**src/hdl/scroll_settings.svh**
```systemverilog
// Sizes shared by the scroll tile layer
// Include wherever a width of the VRAM, palette or graphics ROM is needed
`ifndef SCROLL_SETTINGS_SVH
`define SCROLL_SETTINGS_SVH

// VRAM bank address, 2 KB per bank
`define SCROLL_VRAM_AW 11

// Palette PROM address, pal nibble plus pixel nibble
`define SCROLL_PAL_AW 8

// Pixels in one tile row and the ROM word that carries them
`define SCROLL_TILE_W 8
`define SCROLL_ROM_DW 32

`endif
```
**src/hdl/palette_lut.sv**
```systemverilog
// Result stage of the scroll layer
// Palette PROM, loaded through the programming port, read once per pixel
`timescale 1ns/1ns
`include "scroll_settings.svh"

module palette_lut (
    input  logic                      clk,
    input  logic                      pxl_cen,
    input  logic [`SCROLL_PAL_AW-1:0] prog_addr,
    input  logic [3:0]                prog_data,
    input  logic                      prog_en,
    input  logic [`SCROLL_PAL_AW-1:0] rd_addr,
    output logic [3:0]                pxl
);

    logic [3:0] mem [2**`SCROLL_PAL_AW];

    // Programming port, any time
    always_ff @(posedge clk) begin
        if (prog_en) begin
            mem[prog_addr] <= prog_data;
        end
    end

    // Colour index out, one per pixel
    always_ff @(posedge clk) begin
        if (pxl_cen) begin
            pxl <= mem[rd_addr];
        end
    end

    // Program enable must stay known once driven
    a_prog_known: assert property (
        @(posedge clk) !$isunknown($past(prog_en)) |-> !$isunknown(prog_en)
    ) else $error("palette_lut: prog_en went unknown");

endmodule

```
**config.mk**
```make
export PLATFORM = sky130hd
export DESIGN_NAME = palette_lut
export DESIGN_NICKNAME = d
export VERILOG_FILES = /design/src/hdl/palette_lut.sv
export VERILOG_INCLUDE_DIRS = /design/src /design/src/hdl
export SDC_FILE = /design/constraint.sdc
export NUM_CORES = 1
export LEC_CHECK = 0
export ABC_AREA = 1
export BUFFER_PORTS_ARGS = -buffer_cell sky130_fd_sc_hd__buf_2
export CORE_UTILIZATION = 50
export DETAILED_ROUTE_END_ITERATION = 10
export PLACE_DENSITY = 0.68
export SYNTH_ARGS = -nofsm -noshare
export SYNTH_HDL_FRONTEND = slang
export SYNTH_SLANG_ARGS = --single-unit
```
**constraint.sdc**
```tcl
create_clock -name clk -period 1.7 [get_ports clk]
set_input_delay 0.34 -clock clk [delete_from_list [all_inputs] [get_ports clk]]
set_output_delay 0.34 -clock clk [all_outputs]
set_load 0.03 [all_outputs]
```
Word level (Yosys, flattened, before mapping)
Memory sizes are Yosys's and may differ from the RTL's. A register that Yosys moved wholly into a read port is not among the register bits. Index checks and enable logic that the tools add are counted.

Bits in registers: 0. RAM bits: 1024. Output and inout bits: 4. Word-level logic and storage cells: 3. Memories kept: 1.

Muxes and demuxes: 2.

Memories: mem (depth 256, bits a word 4, read ports 1, clocked after memory_dff 1, wr ports 1, RTL line palette_lut.sv:16) `` logic [3:0] mem [2**`SCROLL_PAL_AW]; ``.

Operators with widths (count): $mux 1 (2).

Depth between registers and ports, before layout
Depth in word-level cells: 2. Gate-level depth with buffers: 14.

Worst setup path before layout
OpenSTA, ideal clock, no wires.

Kind: input -> register. Start point: in rd_addr[1]. End point: reg pxl[1] (read register of mem) (data pin). Setup time: 253 ps. Arrival: 1422 ps. Required time: 1447 ps. Path slack: 25 ps. Stages on the path: 13. Buffers on the path: 3. Cell sequence: buf_2 > inv_2 > buf_2 > buf_2 > nand3_1 > nand3_1 > nand3_1 > nand3_1 > nand2_1 > nand2_1 > nand3_1 > nand3_1 > nand2_1.

RTL lines: start, declared (RTL line palette_lut.sv:12) `` input logic [`SCROLL_PAL_AW-1:0] rd_addr, ``; end, declared (RTL line palette_lut.sv:13) `output logic [3:0] pxl`.

Final worst setup path
Start point: reg pxl[1] (read register of mem). End point: out pxl[1].

No word-level cell between the ends.

==> summary.md <==
| Metric | Value |
|---|---|
| Outcome | `finished, violations left` |
| Failing checks | `setup timing` |
| Hold Crit Start | `prog_data[2]` |
| Worst VDD drop | `around 1100 µV` |
| Rows | `between 100 and 150` |
| CP bufs+invs | `1` |
| Slowest CP cell | `edfxtp_1` |
| Fraction of layout cells with a size suffix above 1 | `14.6%` |
| Fill count | `6,688` |
| Mapped cell area | `42,900 µm²` |
| Cell Pwr Density | `1090 nW/µm²` |
| Via-per-instance ratio | `~5.7` |
| Combinational share of power | `6.8%` |
| Int Pwr | `43,000 µW` |
| Setup WS pre-CTS | `-0.674 ns` |
| Iteration-0 DRC Markers | `3,390` |
| # H-tree levels | `3` |
| Synth Instances | `between 3,000 and 4,000` |
| Fin crit share | `107%` |
| RSZ-0062 raised after global routing | `true` |
| Sequential fraction of design power | `50.7%` |
| DR DRC count | `0` |
| Fin nets | `4,003` |
| Area share of the largest cell type after synthesis | `72.0%` |
| Vias in the first global route | `28,400` |
| Crit Reg-Reg Startpoint | `mem[189][2]$_DFFE_PP_` |
| ANT nets after route | `0` |
| Sequential element share of the synthesized area | `72.0%` |
| Crit path launch | `pxl[1]$_DFFE_PP_` |
| Avg WL per Cell | `21.7 µm` |
| First-pass GRT wire length | `170,000 µm` |
| Port buffer count | `26` |
| FF/Latch Area | `30,900 µm²` |
| Final hold viol count | `0` |
| Worst-path clk slew | `0.07 ns` |
| Netlist cell types | `13` |
| Die H | `295 µm` |
| Clk buf depth | `3` |
| DP HPWL | `70,200 µm` |
| Width of the chip | `around 290 µm` |
| Hold Path Sink | `mem[111][2]$_DFFE_PP_` |
| Reg2reg end | `pxl[2]$_DFFE_PP_` |
| Worst min path class | `input port to flop` |
| Crit Path Max Fanout | `1` |
| Fmax | `about 550 MHz` |
| CTS tree | `done` |
| Switching Power | `12,200 µW` |
| R2r setup slk | `0.05 ns` |
| Total grt overflow | `0` |
| Starting density of the core | `50.4%` |
| Die area | `roughly 87,000 µm²` |
| Slew HR | `approximately 59%` |
| P&R area growth vs syn | `18.4%` |
| Total of max-cap violations | `0` |
| Post-route minimum period | `1.82 ns` |
| Hold WS | `0.0891 ns` |
| Syn_area_per_cell | `11.5 µm²` |
| Setup-failing EPs final | `4` |
| Clock Sinks | `1,028` |
| Slew Limit Fails | `0` |
| Clock Power Share | `42.5%` |
| CP startpoint kind | `flop` |
| Hold depth | `1` |
| Syn. warnings | `0` |
| Leakage power | `roughly 0.018 µW` |
| Synth area leaders | `edfxtp_1, nand3_1, nand2_1, nor2_1, buf_6` |
| Clock root cell | `clkbuf_16` |
| CP Capture Type | `primary output` |
| Worst path cell trace | `buf_6` |
| Type of the worst setup path | `flop to primary output` |
| GRT Total Usage | `26.2%` |
| Later-pin clock latency in the skew report | `0.67 ns` |
| Inserted Clock Buffers | `104` |
| WL final | `approximately 110,000 µm` |
| Largest net degree at the start of global routing | `74` |
| Multi-input combinational cell area | `10,300 µm²` |
| Worst path max stage delay | `0.58 ns` |
| Syn Nets | `approximately 3,700` |
| Post-synth top area cell | `edfxtp_1` |
| Fin worst setup slack | `-0.123 ns` |
| Sw frac | `22.1%` |
| Req. time, crit path | `~1.4 ns` |
| Logic depth of the worst register-to-register path | `10` |
| Flops & latches, synth | `1,028` |
| Post-CTS Setup Repair Bufs | `0` |
| Routability Congestion | `0.899` |
| Via count | `slightly below 30,000` |
| Initial antenna violation count | `7` |
| Drt pass-1 iters | `7` |
| Worst Tran Pin Value | `0.609 ns` |
| Worst EP arrival | `1.48 ns` |
| I/O pin count | `27` |
| Core Area | `85,000 µm²` |
| Top Family by Delay on Critical Path | `flip-flops` |
| Final worst clock skew | `~0.020 ns` |
## worst max-delay path by stage
| stage | endpoint | slack (ns) | depth (start not counted) |
|---|---|---|---|
| 3_5_place_dp | pxl[1]$_DFFE_PP_ | -0.67 | 13 |
| 4_1_cts | pxl[1] | -0.13 | 1 |
| 2_1_floorplan | pxl[1]$_DFFE_PP_ | 0.03 | 13 |
| 3_3_place_gp | pxl[1]$_DFFE_PP_ | -0.69 | 13 |
| 5_1_grt | pxl[1] | -0.20 | 1 |
| 6_report | pxl[1] | -0.12 | 1 |
## power groups by stage
stage,Combinational [µW],Clock [µW],Sequential [µW]
after floorplan,1890,0,28500
after global placement,3580,0,28500
after detailed placement,3610,0,28500
after CTS,3670,23600,28000
after global routing,4030,24600,28000
final,3760,23400,28000
## what timing repair did
item / CTS / global route
endpoints found under the setup margin: 8 / 8
pin swaps: 0 / 1
hold endpoints to repair: 4 / 0
hold buffers: 1 / 0
cloned: 1 / 2
gates resized for setup: 13 / 29
## logic make-up (layout without fill, tap and decap cells)
family	after synthesis	after routing	share of synthesized area, %
and+or+nand+nor	2397	2397	23.9
other	0	3	0
DFF	1028	1028	72.0
buffers and inverters	295	641	4.11
## placed cells by master, fill, tap and decap left out
master / instances
inv_16: 2
buf_16: 7
buf_2: 15
nand2_1: 1119
inv_4: 1
inv_6: 7
inv_1: 35
clkinv_8: 1
edfxtp_1: 1028
buf_4: 285
buf_12: 90
nor2_1: 283
dlygate4sd3_1: 1
nand2_2: 8
nand3_1: 969
clkinv_2: 15
clkbuf_16: 106
inv_8: 1
clkbuf_1: 13
clkinvlp_4: 10
clkinv_1: 24
bufbuf_16: 1
clkbuf_8: 5
inv_2: 1
bufinv_16: 17
nand3_2: 18
buf_6: 4
diode_2: 3
## sequential cells by signal, indices dropped and copies added, names as in the netlist
signal / cells
pxl: 4
mem: 1024
## through the flow
step | util, % | area (µm²) | cells | total power, µW | TNS, ns
6_report | 59.7 | 50700 | 5213 | 55200 | -0.394
5_1_grt | 59.7 | 50700 | 5210 | 56600 | -0.479
4_1_cts | 59.5 | 50500 | 5208 | 55300 | -0.359
3_5_place_dp | 55.2 | 46900 | 5014 | 32100 | -39.08
3_3_place_gp | 55.2 | 46900 | 5014 | 32100 | -27.46
2_1_floorplan | - | 42900 | 3720 | 30400 | 0
## layer usage
layer | share of wire (%) | vias to the layer above | track usage, %
li1 | - | 13600 | -
met1 | 40 | 14300 | 36.0
met2 | 47 | 1367 | 42.0
met3 | 9.3 | 269 | 4.89
met4 | 3.8 | 12 | 9.17
met5 | 0.066 | - | 0
## worst register-to-register path, stage by stage (launching register included)
cell and delay, ns:
edfxtp_1 0.38, nand2_1 0.09, nand3_1 0.08, nand3_1 0.13, nand3_1 0.09, nand3_1 0.13, nand2_1 0.12, nand2_1 0.08
nand3_1 0.12, nand3_2 0.14, nand2_1 0.06
## cells in the mapped netlist, drive strengths merged
cell type     n
clkbuf       53
inv          39
edfxtp     1028
nand2      1127
nor2        283
buf         203
nand3       987
## final cells by class
| class | instances | share of cell area [%] |
|---|---|---|
| timing repair buffer | 410 | 8.70 |
| sequential | 1028 | 60.8 |
| clock inverter | 75 | 1.67 |
| tap | 1144 | 2.82 |
| inverter | 39 | 0.340 |
| antenna | 3 | 0.0148 |
| multi-input combinational | 2397 | 20.4 |
| clock buffer | 117 | 5.23 |
No activity file was read; power rests on OpenSTA's default activity.
