<file path="src/hdl/scroll_settings.svh">
// Sizes shared by the scroll tile layer
// Include wherever a width of the VRAM, palette or graphics ROM is needed
`ifndef SCROLL_SETTINGS_SVH
`define SCROLL_SETTINGS_SVH

// VRAM bank address, 2 KB per bank
`define SCROLL_VRAM_AW 11

// Palette PROM address, pal nibble plus pixel nibble
`define SCROLL_PAL_AW 8

// Pixels in one tile row and the ROM word that carries them
`define SCROLL_TILE_W 8
`define SCROLL_ROM_DW 32

`endif
</file>
<file path="src/hdl/tile_pkg.sv">
// Tile data types shared by the VRAM, fetch and pixel stages
// Attribute layout follows the board's attribute RAM byte
package tile_pkg;

    // One byte of the code bank
    typedef logic [7:0] vram_word_t;

    // Attribute byte as stored in RAM
    // code_msb holds raw bits 7..5, decoded as {bit6, bit5, bit7}
    typedef struct packed {
        logic [2:0] code_msb;
        logic       hflip;
        logic [3:0] pal;
    } tile_attr_t;

    // Handed from fetch to shifter once per tile
    // mirror already folds in the screen flip
    typedef struct packed {
        logic [3:0] pal;
        logic       mirror;
        logic       load;
    } row_req_t;

    // Tile code MSBs in ROM address order
    function automatic logic [2:0] code_msb_of(tile_attr_t a);
        return {a.code_msb[1:0], a.code_msb[2]};
    endfunction

    // Mirror sense for the current tile
    function automatic logic mirror_of(tile_attr_t a, logic flip);
        return a.hflip ^ flip;
    endfunction

endpackage

</file>
<file path="src/hdl/video_pkg.sv">
// Raster timing types for the video layers
// Beam position and screen flip, plus helpers for the flipped coordinates
package video_pkg;

    // Beam position as delivered by the timing generator
    typedef struct packed {
        logic [8:0] hdump;
        logic [7:0] vdump;
        logic       flip;
    } beam_t;

    // Horizontal position seen by the tile map
    // Flipped screen runs backwards, offset by 3 to line up with the fetch
    function automatic logic [7:0] col_of(beam_t b);
        logic [7:0] h;
        h = b.hdump[7:0];
        return b.flip ? (~h - 8'd3) : h;
    endfunction

    // Line as seen by the tile map, inverted under flip
    function automatic logic [7:0] row_of(beam_t b);
        return {8{b.flip}} ^ b.vdump;
    endfunction

endpackage

</file>
<file path="src/hdl/tile_fetch.sv">
// Decode stage of the scroll layer
// Forms the scrolled VRAM address, decodes the attribute, drives the ROM address
`timescale 1ns/1ns
`include "scroll_settings.svh"

module tile_fetch (
    input  logic                       clk,
    input  logic                       rst,
    input  logic                       pxl_cen,
    input  video_pkg::beam_t           beam,
    input  logic [7:0]                 hscroll,
    output logic [`SCROLL_VRAM_AW-1:0] vid_addr,
    input  tile_pkg::vram_word_t       code,
    input  tile_pkg::tile_attr_t       attr,
    output logic [13:0]                rom_addr,
    output tile_pkg::row_req_t         req
);

    import video_pkg::*;
    import tile_pkg::*;

    logic [7:0] hdf;
    logic [7:0] heff;
    logic [7:0] vf;
    logic       load_q;
    logic [3:0] pal_q;
    logic       mirror_q;

    // Scrolled column, one ahead of the beam
    assign hdf  = col_of(beam);
    assign heff = hdf + hscroll + 8'd1;

    // 5 row bits, unused bit, 5 column bits
    assign vid_addr = {vf[7:3], 1'b0, heff[7:3]};

    // Line latch, flipped with the screen
    always_ff @(posedge clk, posedge rst) begin
        if (rst) begin
            vf <= '0;
        end else begin
            vf <= row_of(beam);
        end
    end

    // Load strobe lasts one pixel so the shifter sees it on the next pxl_cen
    always_ff @(posedge clk, posedge rst) begin
        if (rst) begin
            load_q <= 1'b0;
        end else if (pxl_cen) begin
            load_q <= beam.hdump[2:0] == 3'd4;
        end
    end

    // Slot phase 0 picks the ROM row, phase 4 latches palette and mirror
    always_ff @(posedge clk) begin
        if (pxl_cen && beam.hdump[2:0] == 3'd0) begin
            rom_addr <= {code_msb_of(attr), code, vf[2:0]};
        end
        if (pxl_cen && beam.hdump[2:0] == 3'd4) begin
            pal_q    <= attr.pal;
            mirror_q <= mirror_of(attr, beam.flip);
        end
    end

    assign req = '{pal: pal_q, mirror: mirror_q, load: load_q};

    // Load rises on a one-clock pixel strobe, so the shifter takes it once
    a_load_on_cen: assert property (
        @(posedge clk) disable iff (rst) $rose(req.load) |-> $past(pxl_cen) && !pxl_cen
    ) else $error("tile_fetch: load rose without a one-clock pxl_cen");

endmodule

</file>
<file path="config.mk">
export PLATFORM = sky130hd
export DESIGN_NAME = tile_fetch
export DESIGN_NICKNAME = d
export VERILOG_FILES = /design/src/hdl/tile_pkg.sv /design/src/hdl/video_pkg.sv /design/src/hdl/tile_fetch.sv
export VERILOG_INCLUDE_DIRS = /design/src /design/src/hdl
export SDC_FILE = /design/constraint.sdc
export NUM_CORES = 1
export LEC_CHECK = 0
export ABC_AREA = 1
export BUFFER_PORTS_ARGS = -buffer_cell sky130_fd_sc_hd__buf_2
export CAP_MARGIN = 20
export CORE_ASPECT_RATIO = 0.8
export CORE_MARGIN = 2
export CORE_UTILIZATION = 31
export CTS_BUF_LIST = sky130_fd_sc_hd__clkbuf_2 sky130_fd_sc_hd__clkbuf_4 sky130_fd_sc_hd__clkbuf_8
export DETAILED_ROUTE_END_ITERATION = 12
export PLACE_DENSITY_LB_ADDON = 0.12
export SYNTH_ARGS = -nofsm -noshare
export SYNTH_HDL_FRONTEND = slang
export SYNTH_SLANG_ARGS = --single-unit
</file>
<file path="constraint.sdc">
create_clock -name clk -period 5.6 [get_ports clk]
set_clock_uncertainty 0.05 [all_clocks]
set_input_delay 0.56 -clock clk [delete_from_list [all_inputs] [get_ports clk]]
set_output_delay 0.56 -clock clk [all_outputs]
set_load 0.02 [all_outputs]
</file>
### Yosys cells after proc, flatten, opt, wreduce, memory -nomap -nowiden

Cells that the tools add are included.

* output and inout bits: 31
* bits in registers: 28

* reduce and logical (&&, ||, !) cells: 3
* bitwise operators: 3
* equality and inequality tests: 1
* $add $sub $neg: 3
* muxes and demuxes: 1

Operator list (count)
* adder 8 x 1 -> 8 bit (second input constant): 1
* adder 8 bit: 1
* two-way mux 8 bit: 1
* NOT 8 bit: 1
* subtractor 8 x 2 -> 8 bit (second input constant): 1
* XOR 8 bit: 1
* == test 3 bit (second input constant): 1
* zero test 3 bit: 1
* logical AND 1 bit: 2
* XOR 1 bit: 1

### Depth between registers and ports, before layout

* depth in word-level cells: 5
* depth in mapped cells: 16
* gate-level depth less buffers: 16

### Least setup slack after synthesis

OpenSTA, ideal clock, no wires.

* path kind: in2out
* start point: input port beam[9] in the netlist's numbering
* end point: output port vid_addr[0]
* slack: 2.874 ns
* arrival time: 2.116 ns
* required time: 4.990 ns
* stages on the path: 8
* path through: inv_1 > ha_1 > ha_1 > a21oi_1 > ha_1 > a21oi_1 > nand2_1 > xor2_1

* cells in the longest elaborated chain, start to end: 5

RTL lines
* from (decl): RTL line tile_fetch.sv:10 `input video_pkg::beam_t beam,`
* NOT 8 bit: RTL line video_pkg.sv:17 `return b.flip ? (~h - 8'd3) : h;`
* subtractor 8 x 2 -> 8 bit: RTL line video_pkg.sv:17
* two-way mux 8 bit *: RTL line video_pkg.sv:17
* adder 8 bit *: RTL line tile_fetch.sv:31 `assign heff = hdf + hscroll + 8'd1;`
* adder 8 x 1 -> 8 bit *: RTL line tile_fetch.sv:31
* to (decl): RTL line tile_fetch.sv:12 `` output logic [`SCROLL_VRAM_AW-1:0] vid_addr, ``

Mark *: on every way between the ends. The rest lies on a longest branch, timed or not.

### Final worst setup path

* start point: input port beam[9] in the netlist's numbering
* end point: output port vid_addr[4]

The elaborated chain is that of the path after synthesis.

==> results.json <==
{
  "clk_path_buf_depth": 2,
  "endpoint_kind": "output pin",
  "path_cells": "buf_2 -> inv_1 -> ha_1 -> ha_1 -> a21oi_1 -> ha_1 -> a21oi_1 -> nand2_1 -> nand2_1 -> nand2_1 -> inv_1 -> nand2_1 -> nand2_1 -> buf_2",
  "slew_headroom_pct": 65.2,
  "tightest_slew_ns": 0.522,
  "design_area_um2": 1920,
  "maxCapViolCount": 0,
  "postCtsHoldBufs": 0,
  "vias": 1123,
  "grt_overflow": 0,
  "fin_cells": 275,
  "cts-root-buf": "clkbuf_8",
  "dp_cells": 271,
  "grt_max_degree": 20,
  "rsz0062_at_grt": "false",
  "hpwl_um": 2320,
  "drc": 0,
  "ys_seq_area_share_pct": 53.6,
  "slowest_stage": "ha_1",
  "start_kind": "input pin",
  "final.setup.tns_ns": 0,
  "die_w_um": 81.4,
  "path_common_cell": "nand2_1",
  "coreArea_um2": 4600,
  "synth_warnings": 0,
  "syn_inst": 148,
  "antenna_found_initial": 0,
  "slowest_delay_ns": 0.28,
  "drtIter0Drc": 18,
  "worstPathMaxFanout": 4,
  "cts.clk_slew.worst_paths_ns": 0.09,
  "clkSinkCount": 28,
  "cts_made_buffers": 3,
  "hold_class": "input pin to asynchronous set/reset pin",
  "drive_gt1_share_pct": 37.2,
  "cts_resized": 0,
  "die_area_um2": 5360,
  "cts_tree": "yes",
  "arrival_ns": 2.46,
  "fill_cells": 465,
  "cts_setup_buffers": 0,
  "grt_usage_pct": 10.9,
  "power_density_nw_per_um2": 269,
  "gp_congestion": 0.828,
  "netlist_area_um2": 1490,
  "grt_pass1_wl_um": 4430,
  "synth.ff_latch_count": 28,
  "crit_required_ns": 4.99,
  "hold_viol": 0,
  "fin_crit_sh_pct": 54.9,
  "wl_per_cell_um": 10.2,
  "grt_pass1_vias": 1033,
  "path_class": "input pin to output pin",
  "fin_crit_ns": 3.07,
  "startpoint": "beam[9]",
  "clk_latency_ns": 0.26,
  "r2r_end": "rom_addr[2]",
  "antenna_cells": 0,
  "cts_max_level": 1,
  "synth.net_count": 202,
  "vias_per_cell": 4.08,
  "vdd_drop_max_mv": 0.108,
  "dpl_cell_area_um2": 1850,
  "slew_violations": 0,
  "die_h_um": 65.9,
  "setup_viol": 0,
  "r2r_slack_ns": 4.95,
  "leakagePower_nw": 0.993,
  "status": "complete, no violations",
  "fp-row-count": 22,
  "dp_slack_ns": 2.50,
  "first_pass_iters": 4,
  "fin_ws_ns": 2.53,
  "nets": 270,
  "syn_area_per_cell_um2": 10.0,
  "ant_nets": 0,
  "rr_worst_depth": 0,
  "io_buffer_count": 73,
  "synth_cell_types": 20,
  "start_util_pct": 32.3,
  "io_pins": 76,
  "max_freq_mhz": 326,
  "totalWireLength_um": 2800,
  "r2r-start": "vf[2]",
  "syn2layout_area_growth_pct": 29.4
}
cell type report:
type / instances / area [um^2] / area share, %
inverters: 20 / 75.1 / 3.91
clock inverters: 1 / 30.0 / 1.56
flip-flops and latches: 28 / 796 / 41.4
clock buffers: 3 / 41.3 / 2.15
multi-input cells: 90 / 539 / 28.1
well taps: 60 / 75.1 / 3.91
repair buffers: 73 / 365 / 19.0
registers in the layout, indices dropped and copies added, names as in the netlist:
name,cells
load_q,1
mirror_q,1
pal_q,4
rom_addr,14
vf,8
power breakdown:
| part | switching (mW) | leakage [nW] | internal (mW) | total [mW] |
|---|---|---|---|---|
| clock | 0.0582 | 0.0357 | 0.0955 | 0.154 |
| combinational | 0.0787 | 0.678 | 0.0512 | 0.130 |
| sequential | 0.00209 | 0.279 | 0.232 | 0.234 |
| total | 0.139 | 0.993 | 0.379 | 0.518 |
Yosys cell counts:
cell      count  area, um^2
nand3_1       4        20.0
nand2_2       2        12.5
xnor2_1       5        43.8
o21ai_1       1        5.00
nand2_1      35         131
dfrtp_1       9         225
nand4_1       2        12.5
nor2_1        7        26.3
edfxtp_1     19         571
buf_4        10        75.1
ha_1          9         113
a21o_1        2        15.0
xor2_1       10        87.6
nand3_2       1        10.0
o21ai_0       4        20.0
or2_1         1        6.26
inv_1        20        75.1
conb_1        1        3.75
a21oi_1       5        25.0
o21a_1        1        7.51
metrics by stage:
stage               utilization [%]  hold WS [ns]  total power, mW
CTS                            41.8         0.196            0.526
global placement               40.3         0.352            0.370
finish                         41.8         0.184            0.518
floorplan                         -         0.338            0.332
detailed placement             40.3         0.356            0.370
global route                   41.8         0.216            0.555
layer usage:
metal / global-route usage (%) / vias to the layer above / routed length (um)
met5: 0 / - / 0
met4: 3.18 / 0 / 0
met3: 2.73 / 0 / 217
met2: 17.5 / 44 / 1200
met1: 14.4 / 481 / 1380
li1: - / 598 / -
critical path: cells and delay by family:
kind | cells | cell delay (ns)
fa+ha+maj | 3 | 0.79
simple gates | 5 | 0.38
buf+inv | 4 | 0.37
compound gates | 2 | 0.35
cell usage in the layout (no fill, tap or decap), types with 3 or more instances in the layout:
cell and count:
buf_2 73, nand2_1 35, inv_1 20, edfxtp_1 19, xor2_1 10, ha_1 9
dfrtp_1 9, nor2_1 7, xnor2_1 5, a21oi_1 5, o21ai_0 4, nand3_1 4
clkbuf_8 3
worst max-delay path by stage:
stage / to / slack, ns
2_1_floorplan: vid_addr[0] / 2.87
3_3_place_gp: vid_addr[4] / 2.53
3_5_place_dp: vid_addr[4] / 2.50
4_1_cts: vid_addr[4] / 2.50
5_1_grt: vid_addr[4] / 2.29
6_report: vid_addr[4] / 2.53
cell families (layout without fill, tap and decap cells):
group / Yosys count / count (layout) / synth area share [%]
XOR/XNOR: 15 / 15 / 8.85
buffers and inverters: 30 / 97 / 10.1
other: 1 / 1 / 0.252
AO/OA/AOI/OAI: 13 / 13 / 4.89
AND/OR/NAND/NOR: 52 / 52 / 14.7
flip-flops: 28 / 28 / 53.6
adder cells (fa/ha/maj): 9 / 9 / 7.58
(Power assumes the default switching activity.)
