==> config.mk <==
export PLATFORM = sky130hd
export DESIGN_NAME = pixel_shifter
export DESIGN_NICKNAME = d
export VERILOG_FILES = /design/src/hdl/tile_pkg.sv /design/src/hdl/pixel_shifter.sv
export VERILOG_INCLUDE_DIRS = /design/src /design/src/hdl
export SDC_FILE = /design/constraint.sdc
export NUM_CORES = 1
export LEC_CHECK = 0
export BUFFER_PORTS_ARGS = -buffer_cell sky130_fd_sc_hd__buf_4
export CAP_MARGIN = 20
export CORE_AREA = 5 5 68 70
export CTS_CLUSTER_DIAMETER = 40
export CTS_CLUSTER_SIZE = 20
export DETAILED_ROUTE_END_ITERATION = 8
export DIE_AREA = 0 0 73 75
export PLACE_DENSITY_LB_ADDON = 0.1
export REMOVE_ABC_BUFFERS = 1
export SLEW_MARGIN = 0
export SYNTH_ARGS = -nofsm -noshare
export SYNTH_HDL_FRONTEND = slang
export SYNTH_SLANG_ARGS = --single-unit
==> constraint.sdc <==
create_clock -name clk -period 1.09 [get_ports clk]
set_input_delay 0.1635 -clock clk [delete_from_list [all_inputs] [get_ports clk]]
set_output_delay 0.1635 -clock clk [all_outputs]
set_load 0.02 [all_outputs]
==> src/hdl/scroll_settings.svh <==
// Sizes shared by the scroll tile layer
// Include wherever a width of the VRAM, palette or graphics ROM is needed
`ifndef SCROLL_SETTINGS_SVH
`define SCROLL_SETTINGS_SVH

// VRAM bank address, 2 KB per bank
`define SCROLL_VRAM_AW 11

// Palette PROM address, pal nibble plus pixel nibble
`define SCROLL_PAL_AW 8

// Pixels in one tile row and the ROM word that carries them
`define SCROLL_TILE_W 8
`define SCROLL_ROM_DW 32

`endif
==> src/hdl/tile_pkg.sv <==
// Tile data types shared by the VRAM, fetch and pixel stages
// Attribute layout follows the board's attribute RAM byte
package tile_pkg;

    // One byte of the code bank
    typedef logic [7:0] vram_word_t;

    // Attribute byte as stored in RAM
    // code_msb holds raw bits 7..5, decoded as {bit6, bit5, bit7}
    typedef struct packed {
        logic [2:0] code_msb;
        logic       hflip;
        logic [3:0] pal;
    } tile_attr_t;

    // Handed from fetch to shifter once per tile
    // mirror already folds in the screen flip
    typedef struct packed {
        logic [3:0] pal;
        logic       mirror;
        logic       load;
    } row_req_t;

    // Tile code MSBs in ROM address order
    function automatic logic [2:0] code_msb_of(tile_attr_t a);
        return {a.code_msb[1:0], a.code_msb[2]};
    endfunction

    // Mirror sense for the current tile
    function automatic logic mirror_of(tile_attr_t a, logic flip);
        return a.hflip ^ flip;
    endfunction

endpackage

==> src/hdl/pixel_shifter.sv <==
// Execute stage of the scroll layer
// Reorders the ROM word into pixels and shifts them out, mirrored or not
`timescale 1ns/1ns
`include "scroll_settings.svh"

module pixel_shifter (
    input  logic                      clk,
    input  logic                      pxl_cen,
    input  tile_pkg::row_req_t        req,
    input  logic [`SCROLL_ROM_DW-1:0] rom_data,
    output logic [`SCROLL_PAL_AW-1:0] pal_addr
);

    localparam int NIBS  = `SCROLL_TILE_W;
    localparam int NIB_W = `SCROLL_ROM_DW / `SCROLL_TILE_W;

    logic [`SCROLL_ROM_DW-1:0] reordered;
    logic [`SCROLL_ROM_DW-1:0] pxl_data;
    logic [3:0]                cur_pal;
    logic                      cur_mirror;

    // Board plane interleave
    // Upper four nibbles come from ROM bits 31..16, lower four from 15..0
    // Within a half, nibble k takes bits k+8, k+12, k, k+4 from MSB down
    always_comb begin
        int base;
        int k;
        reordered = '0;
        for (int n = 0; n < NIBS; n++) begin
            base = (n / 4) * 16;
            k    = n % 4;
            reordered[n*NIB_W+3] = rom_data[base+8+k];
            reordered[n*NIB_W+2] = rom_data[base+12+k];
            reordered[n*NIB_W+1] = rom_data[base+k];
            reordered[n*NIB_W+0] = rom_data[base+4+k];
        end
    end

    // New tile on load, otherwise one nibble per pixel
    always_ff @(posedge clk) begin
        if (pxl_cen) begin
            if (req.load) begin
                pxl_data   <= reordered;
                cur_pal    <= req.pal;
                cur_mirror <= req.mirror;
            end else if (cur_mirror) begin
                pxl_data <= pxl_data >> NIB_W;
            end else begin
                pxl_data <= pxl_data << NIB_W;
            end
        end
    end

    // Mirrored tiles drain from the bottom nibble
    assign pal_addr = {cur_pal, cur_mirror ? pxl_data[NIB_W-1:0]
                                           : pxl_data[`SCROLL_ROM_DW-1 -: NIB_W]};

endmodule

== After elaboration in Yosys (flattened, before gate mapping) ==
Index checks and enable logic that the tools add are counted.

* Flip-flop bits (word level): 37
* Input bits: 40
* Output and inout port bits: 8
* Word-level logic and storage cells: 7

* Multiplexer cells: 3
* Reduce and logical (&&, ||, !) cells: 1

{| class="wikitable"
|+ Operators with widths
! operator !! count
|-
| 32-bit 2-to-1 mux || 2
|-
| 4-bit 2-to-1 mux || 1
|-
| 2-bit AND reduction || 1
|}

== Depth between registers and ports, before layout ==
Gate-level depths: netlist of the first run.

* Depth after elaboration: 2
* Gate-level depth with buffers: 4
* Gate-level depth less buffers: 2

== Worst setup path after synthesis of the first run ==
No wires, ideal clock.

* Path type: register to output
* Start: register cur_mirror
* End: output port pal_addr[0]
* Arrival: 0.953 ns
* Data required time: 0.927 ns
* Path slack: -0.027 ns
* Stages on the path, launching flop included: 4
* Buffers on the path: 2
* Cells stage by stage: edfxtp_1 -> buf_2 -> buf_6 -> mux2_4

* Cells in the longest elaborated chain, start to end: 1

{| class="wikitable"
|+ RTL lines
! item !! RTL line !! source
|-
| start: declaration || pixel_shifter.sv:20 || <nowiki>logic cur_mirror;</nowiki>
|-
| start signal: assignment || pixel_shifter.sv:45 || <nowiki>cur_mirror <= req.mirror;</nowiki>
|-
| 4-bit 2-to-1 mux || pixel_shifter.sv:55 || <nowiki>assign pal_addr = {cur_pal, cur_mirror ? pxl_data[NIB_W-1:0]</nowiki>
|-
| end: declaration || pixel_shifter.sv:11 || <nowiki>output logic [`SCROLL_PAL_AW-1:0] pal_addr</nowiki>
|}

Every way passes these cells.

== Final worst setup path of the first run ==
Ends and elaborated chain as after synthesis.

==> results_dict.tcl, run 1 <==
set metrics [dict create \
    status "finished, violations left" \
    violations "setup timing" \
    cts-root-buf "clkbuf_8" \
    worst_pin_slew_ns 0.234 \
    finalWorstSetupSlack_ns -0.368 \
    tritoncts "built" \
    cp-start-kind "flop" \
    p_int_mw 2.49 \
    ys_seq_elements 37 \
    floorplan.initialDensity_pct 45.7 \
    cp.required_ns 0.93 \
    dp_hpwl_mm 2.73 \
    p_per_area_nw_per_um2 1340 \
    wl_per_cell_um 14.9 \
    route.vias.total 1240 \
    first_iter_violations 54 \
    core_um2 3910 \
    cp.arrival_ns 1.29 \
    hold_viol 0 \
    rows 23 \
    num_antenna_cells 0 \
    grt_max_degree 29 \
    wl_mm 3.70 \
    max-vdd-ir-drop_mv 0.905 \
    postCtsHoldBufs 0 \
    ys_seq_area_share_pct 62.1 \
    max-cap-violations 0 \
    clk_pin_slew_worst_paths_ns 0.07 \
    clkSinkCount 37 \
    layout.nets 238 \
    finClkSkew_ns 0.00255 \
    grt_pass1_vias 1283 \
    syn2layout_area_growth_pct 35.9 \
    instances_no_fill 249 \
    drc_errors 0 \
    drive_gt1_share_pct 39.2 \
    swShare_pct 23.2 \
    path_class "reg2out" \
    crit-reg2reg-capture "pxl_data[12]$_DFFE_PP_" \
    path_max_fanout 4 \
    syn_avg_cell_area_um2 13.1 \
    r2r_cells 6 \
    die_area_um2 5480 \
    yosysWarnings 0 \
    pwr-share-clk_pct 27.7 \
    hold_path.class "in2reg" \
    grt_pass1_wl_mm 6.11 \
    synthCells 136 \
    pre_cts_ws_ns -0.154 \
    grt_overflow 0 \
    rr_startpoint "cur_mirror$_DFFE_PP_" \
    end_kind "output pin" \
    viasPerCell 4.98 \
    grt_util_all_layers_pct 15.0 \
    clock_latency_ns 0.28 \
    rsz0062_at_grt "true" \
    clk_path_buf_depth 2 \
    whs_ns 0.0553 \
    ff2ff_setup_slack_ns -0.32 \
    crit_start "cur_mirror$_DFFE_PP_" \
    finalCritPeriodShare_pct 134 \
    slew_viol_final 0 \
    tns_ns -7.59 \
    first_pass_iters 4 \
    final_area_um2 2430 \
    dp_cells 236 \
    seqPwrFrac_pct 54.5 \
    slew_headroom_pct 84.4 \
    fmax_ghz 0.686 \
    p_total_mw 3.25 \
    antenna_found_initial 0 \
    switching_power_uw 754 \
    netlist_area_um2 1790 \
    placedInstanceArea_um2 2240 \
    h-tree-depth 2 \
    die_w_um 73 \
    io_pins 48 \
    cts_made_buffers 5 \
    finalCriticalPeriod_ns 1.46 \
    die_height_um 75 \
    crit_path_end "pal_addr[0]" \
    p_leak_nw 1.04 \
    drtAntennaViolNets 0 \
    post-route-util_pct 62.1 \
    portBuffers 47 \
    p_comb_share_pct 17.8 \
    yosysUniqueCellTypes 14 \
    setup_viol 35 \
    place.gp.congestion 0.732 \
]
==> power by group through the flow <==
| stage | registers (mW) | logic (mW) | clock network, mW |
|---|---|---|---|
| finish | 1.77 | 0.576 | 0.900 |
| global route | 1.78 | 0.629 | 0.999 |
| CTS | 1.76 | 0.576 | 0.933 |
| detailed placement | 1.79 | 0.523 | 0 |
| global placement | 1.79 | 0.511 | 0 |
| floorplan | 1.81 | 0.210 | 0 |
==> per-layer routing <==
metal	wire length (um)	GRT usage, %
met5	0	0
met4	46	4.30
met3	223	5.21
met2	1870	24.8
met1	1560	18.7
==> layout by cell type, fill, tap and decap left out <==
cell / n
nor2_4: 1
buf_4: 52
nand2_1: 25
buf_12: 1
clkbuf_8: 5
clkbuf_1: 3
mux2i_1: 22
o21ai_1: 25
and2b_1: 1
nand2b_4: 1
mux2_4: 4
a22o_1: 7
and2_1: 1
buf_8: 1
buf_6: 11
edfxtp_1: 37
mux2i_2: 2
==> synth_stat cells <==
master / n / area share, %
edfxtp_1: 37 / 62
nand2_1: 25 / 5.2
o21ai_1: 25 / 7.0
mux2i_1: 24 / 13
a22o_1: 7 / 3.4
mux2_4: 4 / 3.4
buf_6: 3 / 1.9
clkbuf_1: 3 / 0.63
buf_2: 2 / 0.56
buf_4: 2 / 0.84
and2_1: 1 / 0.35
and2b_1: 1 / 0.42
nand2b_1: 1 / 0.35
nor2_2: 1 / 0.35
==> logic make-up (layout without fill, tap and decap cells) <==
family,after synthesis,count (layout),share of synthesized area [%]
flip-flops,37,37,62.1
multiplexers,28,28,16.8
AND/OR/NAND/NOR,29,29,6.72
AO/OA/AOI/OAI,32,32,10.4
buffers and inverters,10,73,3.92
==> registers in the layout, indices dropped and copies added (netlist names) <==
signal	cells
cur_mirror	1
cur_pal	4
pxl_data	32
==> worst max-delay path, stage by stage, from the launching register on <==
cell,delay (ns)
edfxtp_1,0.43
buf_6,0.16
mux2_4,0.29
buf_6,0.13
==> how the worst min path moves through the flow <==
stage | slack (ns) | start | cells past startpoint | endpoint
floorplan | 0.26 | req[1] | 0 | cur_mirror$_DFFE_PP_
global placement | 0.34 | req[3] | 1 | cur_pal[1]$_DFFE_PP_
detailed placement | 0.34 | req[5] | 1 | cur_pal[3]$_DFFE_PP_
CTS | 0.05 | req[5] | 1 | cur_pal[3]$_DFFE_PP_
global route | 0.04 | req[2] | 1 | cur_pal[0]$_DFFE_PP_
finish | 0.06 | req[5] | 1 | cur_pal[3]$_DFFE_PP_
==> final cells by class <==
class	instances	area (um2)
well taps	50	62.6
repair buffers	65	549
fillers	339	1480
clock buffers	8	80.1
multi-input cells	89	627
flip-flops and latches	37	1110
==> timing repair <==
action                                 CTS  global route
setup buffers                            5             3
pin swaps                                3             3
setup endpoints to repair               29            36
gates cloned                             0             0
endpoints found under the hold margin    0             0
resized for setup                       14             6
(Power assumes the default switching activity.)
==> run 2: changes to the inputs <==
BUFFER_PORTS_ARGS = -buffer_cell sky130_fd_sc_hd__buf_2   (was -buffer_cell sky130_fd_sc_hd__buf_4)
==> run 2 against run 1 <==
Against the previous run:
- the flow still finishes with violations (setup timing)
- sequential share of layout area is 0.96 points higher
- cell area is 2.1% lower
- power is 0.69% lower
- critical path type unchanged
- worst hold slack worse by 0.0051 ns
- clock power is 1% lower
- register-to-register slack better by 0.04 ns
- sequential power hardly changed
- combinational power is 2% lower
- fmax is 1.6% lower
- first-iteration DRC count is 17% higher
==> results_dict.tcl, run 2 (synthesis gave the netlist of run 1 again) <==
set metrics [dict create \
    dp_cells 239 \
    finalCriticalPeriod_ns 1.48 \
    first_pass_iters 4 \
    dp_hpwl_mm 2.70 \
    rows 23 \
    end_kind "output pin" \
    cp-start-kind "flop" \
    slew_headroom_pct 84.9 \
    finalCritPeriodShare_pct 136 \
    first_iter_violations 63 \
    grt_util_all_layers_pct 14.4 \
    p_leak_nw 1.03 \
    num_antenna_cells 0 \
    die_height_um 75 \
    antenna_found_initial 0 \
    hold_path.class "in2reg" \
    placedInstanceArea_um2 2170 \
    rsz0062_at_grt "true" \
    top_register "pxl_data" \
    clkSinkCount 37 \
    mostFrequentLayoutCells "buf_2 (43), edfxtp_1 (37), nand2_1 (25), o21ai_1 (25), mux2i_1 (20)" \
    drc_errors 0 \
    drive_gt1_share_pct 41.7 \
    cp.arrival_ns 1.32 \
    status "finished, violations left" \
    postCtsHoldBufs 0 \
    finClkSkew_ns 0.00248 \
    cts-root-buf "clkbuf_8" \
    slew_viol_final 0 \
    grt_overflow 0 \
    largest_reg_flops 32 \
    tns_ns -8.59 \
    final_area_um2 2380 \
    worst_pin_slew_ns 0.226 \
    path_max_fanout 7 \
    floorplan.initialDensity_pct 45.7 \
    final_common_cell "buf_2" \
    die_area_um2 5480 \
    wl_mm 3.76 \
    nFillCells 353 \
    path_class "reg2out" \
    finalWorstSetupSlack_ns -0.392 \
    clock_latency_ns 0.29 \
    post-route-util_pct 60.8 \
    tritoncts "built" \
    syn2layout_area_growth_pct 33.1 \
    setup_viol 36 \
    drtAntennaViolNets 0 \
    grt_pass1_vias 1256 \
    wl_per_cell_um 14.8 \
    portBuffers 47 \
    core_um2 3910 \
    grt_pass1_wl_mm 5.93 \
    whs_ns 0.0502 \
    cp.required_ns 0.93 \
    reg.largest.list "pxl_data: 32 flops, cur_pal: 4 flops, cur_mirror: 1 flops" \
    route.vias.total 1269 \
    die_w_um 73 \
    viasPerCell 5.00 \
    max-cap-violations 0 \
    violations "setup timing" \
    grt_max_degree 24 \
    clk_pin_slew_worst_paths_ns 0.07 \
    place.gp.congestion 0.779 \
    io_pins 48 \
    h-tree-depth 2 \
    p_per_area_nw_per_um2 1350 \
    fmax_ghz 0.675 \
    max-vdd-ir-drop_mv 0.789 \
    layout.nets 244 \
    clk_path_buf_depth 2 \
    hold_viol 0 \
    instances_no_fill 254 \
    cts_made_buffers 5 \
]
[run 2: path summary, 6_finish.rpt]
check                         startpoint                      to  slack (ns)  depth (start not counted)
setup / recovery    cur_mirror$_DFFE_PP_             pal_addr[3]       -0.39                          3
hold / removal                    req[5]    cur_pal[3]$_DFFE_PP_        0.05                          1
setup reg to reg    cur_mirror$_DFFE_PP_   pxl_data[5]$_DFFE_PP_       -0.28                          5
hold reg to reg   pxl_data[27]$_DFFE_PP_  pxl_data[31]$_DFFE_PP_        0.59                          1
[run 2: power by group]
part           internal (mW)  switching (mW)
logic                  0.313           0.250
clock network          0.431           0.460
registers               1.71          0.0637
total                   2.45           0.773
[run 2: metrics by stage]
stage	power, mW	setup slack [ns]
floorplan	2.02	-0.682
global placement	2.27	-0.118
detailed placement	2.28	-0.157
CTS	3.22	-0.412
global route	3.38	-0.452
finish	3.22	-0.392
[run 2: timing repair]
action / CTS / global route
setup endpoints to repair: 31 / 36
pin swaps: 3 / 4
setup buffers: 4 / 6
resized for setup: 11 / 9
gates cloned: 1 / 0
[run 2: cell type report]
| class | count | area [um2] | area share, % |
|---|---|---|---|
| clock buffers | 6 | 72.6 | 3.05 |
| clock inverters | 1 | 3.75 | 0.158 |
| multi-input cells | 89 | 636 | 26.7 |
| flip-flops and latches | 37 | 1110 | 46.7 |
| well taps | 50 | 62.6 | 2.63 |
| repair buffers | 71 | 494 | 20.8 |
[run 2: worst max-delay path, cell delays in order (launching register included)]
cell,delay [ns]
edfxtp_1,0.44
buf_12,0.17
mux2_4,0.30
buf_6,0.13
[run 2: layer usage]
| metal | GRT usage [%] | vias to the layer above | share of wire, % | routed length [um] |
|---|---|---|---|---|
| met3 | 4.94 | 7 | 5.8 | 217 |
| met4 | 5.53 | 0 | 1.5 | 55 |
| met1 | 18.2 | 595 | 44 | 1660 |
| met2 | 22.9 | 28 | 49 | 1830 |
| met5 | 0 | - | 0 | 0 |
| li1 | - | 639 | - | - |
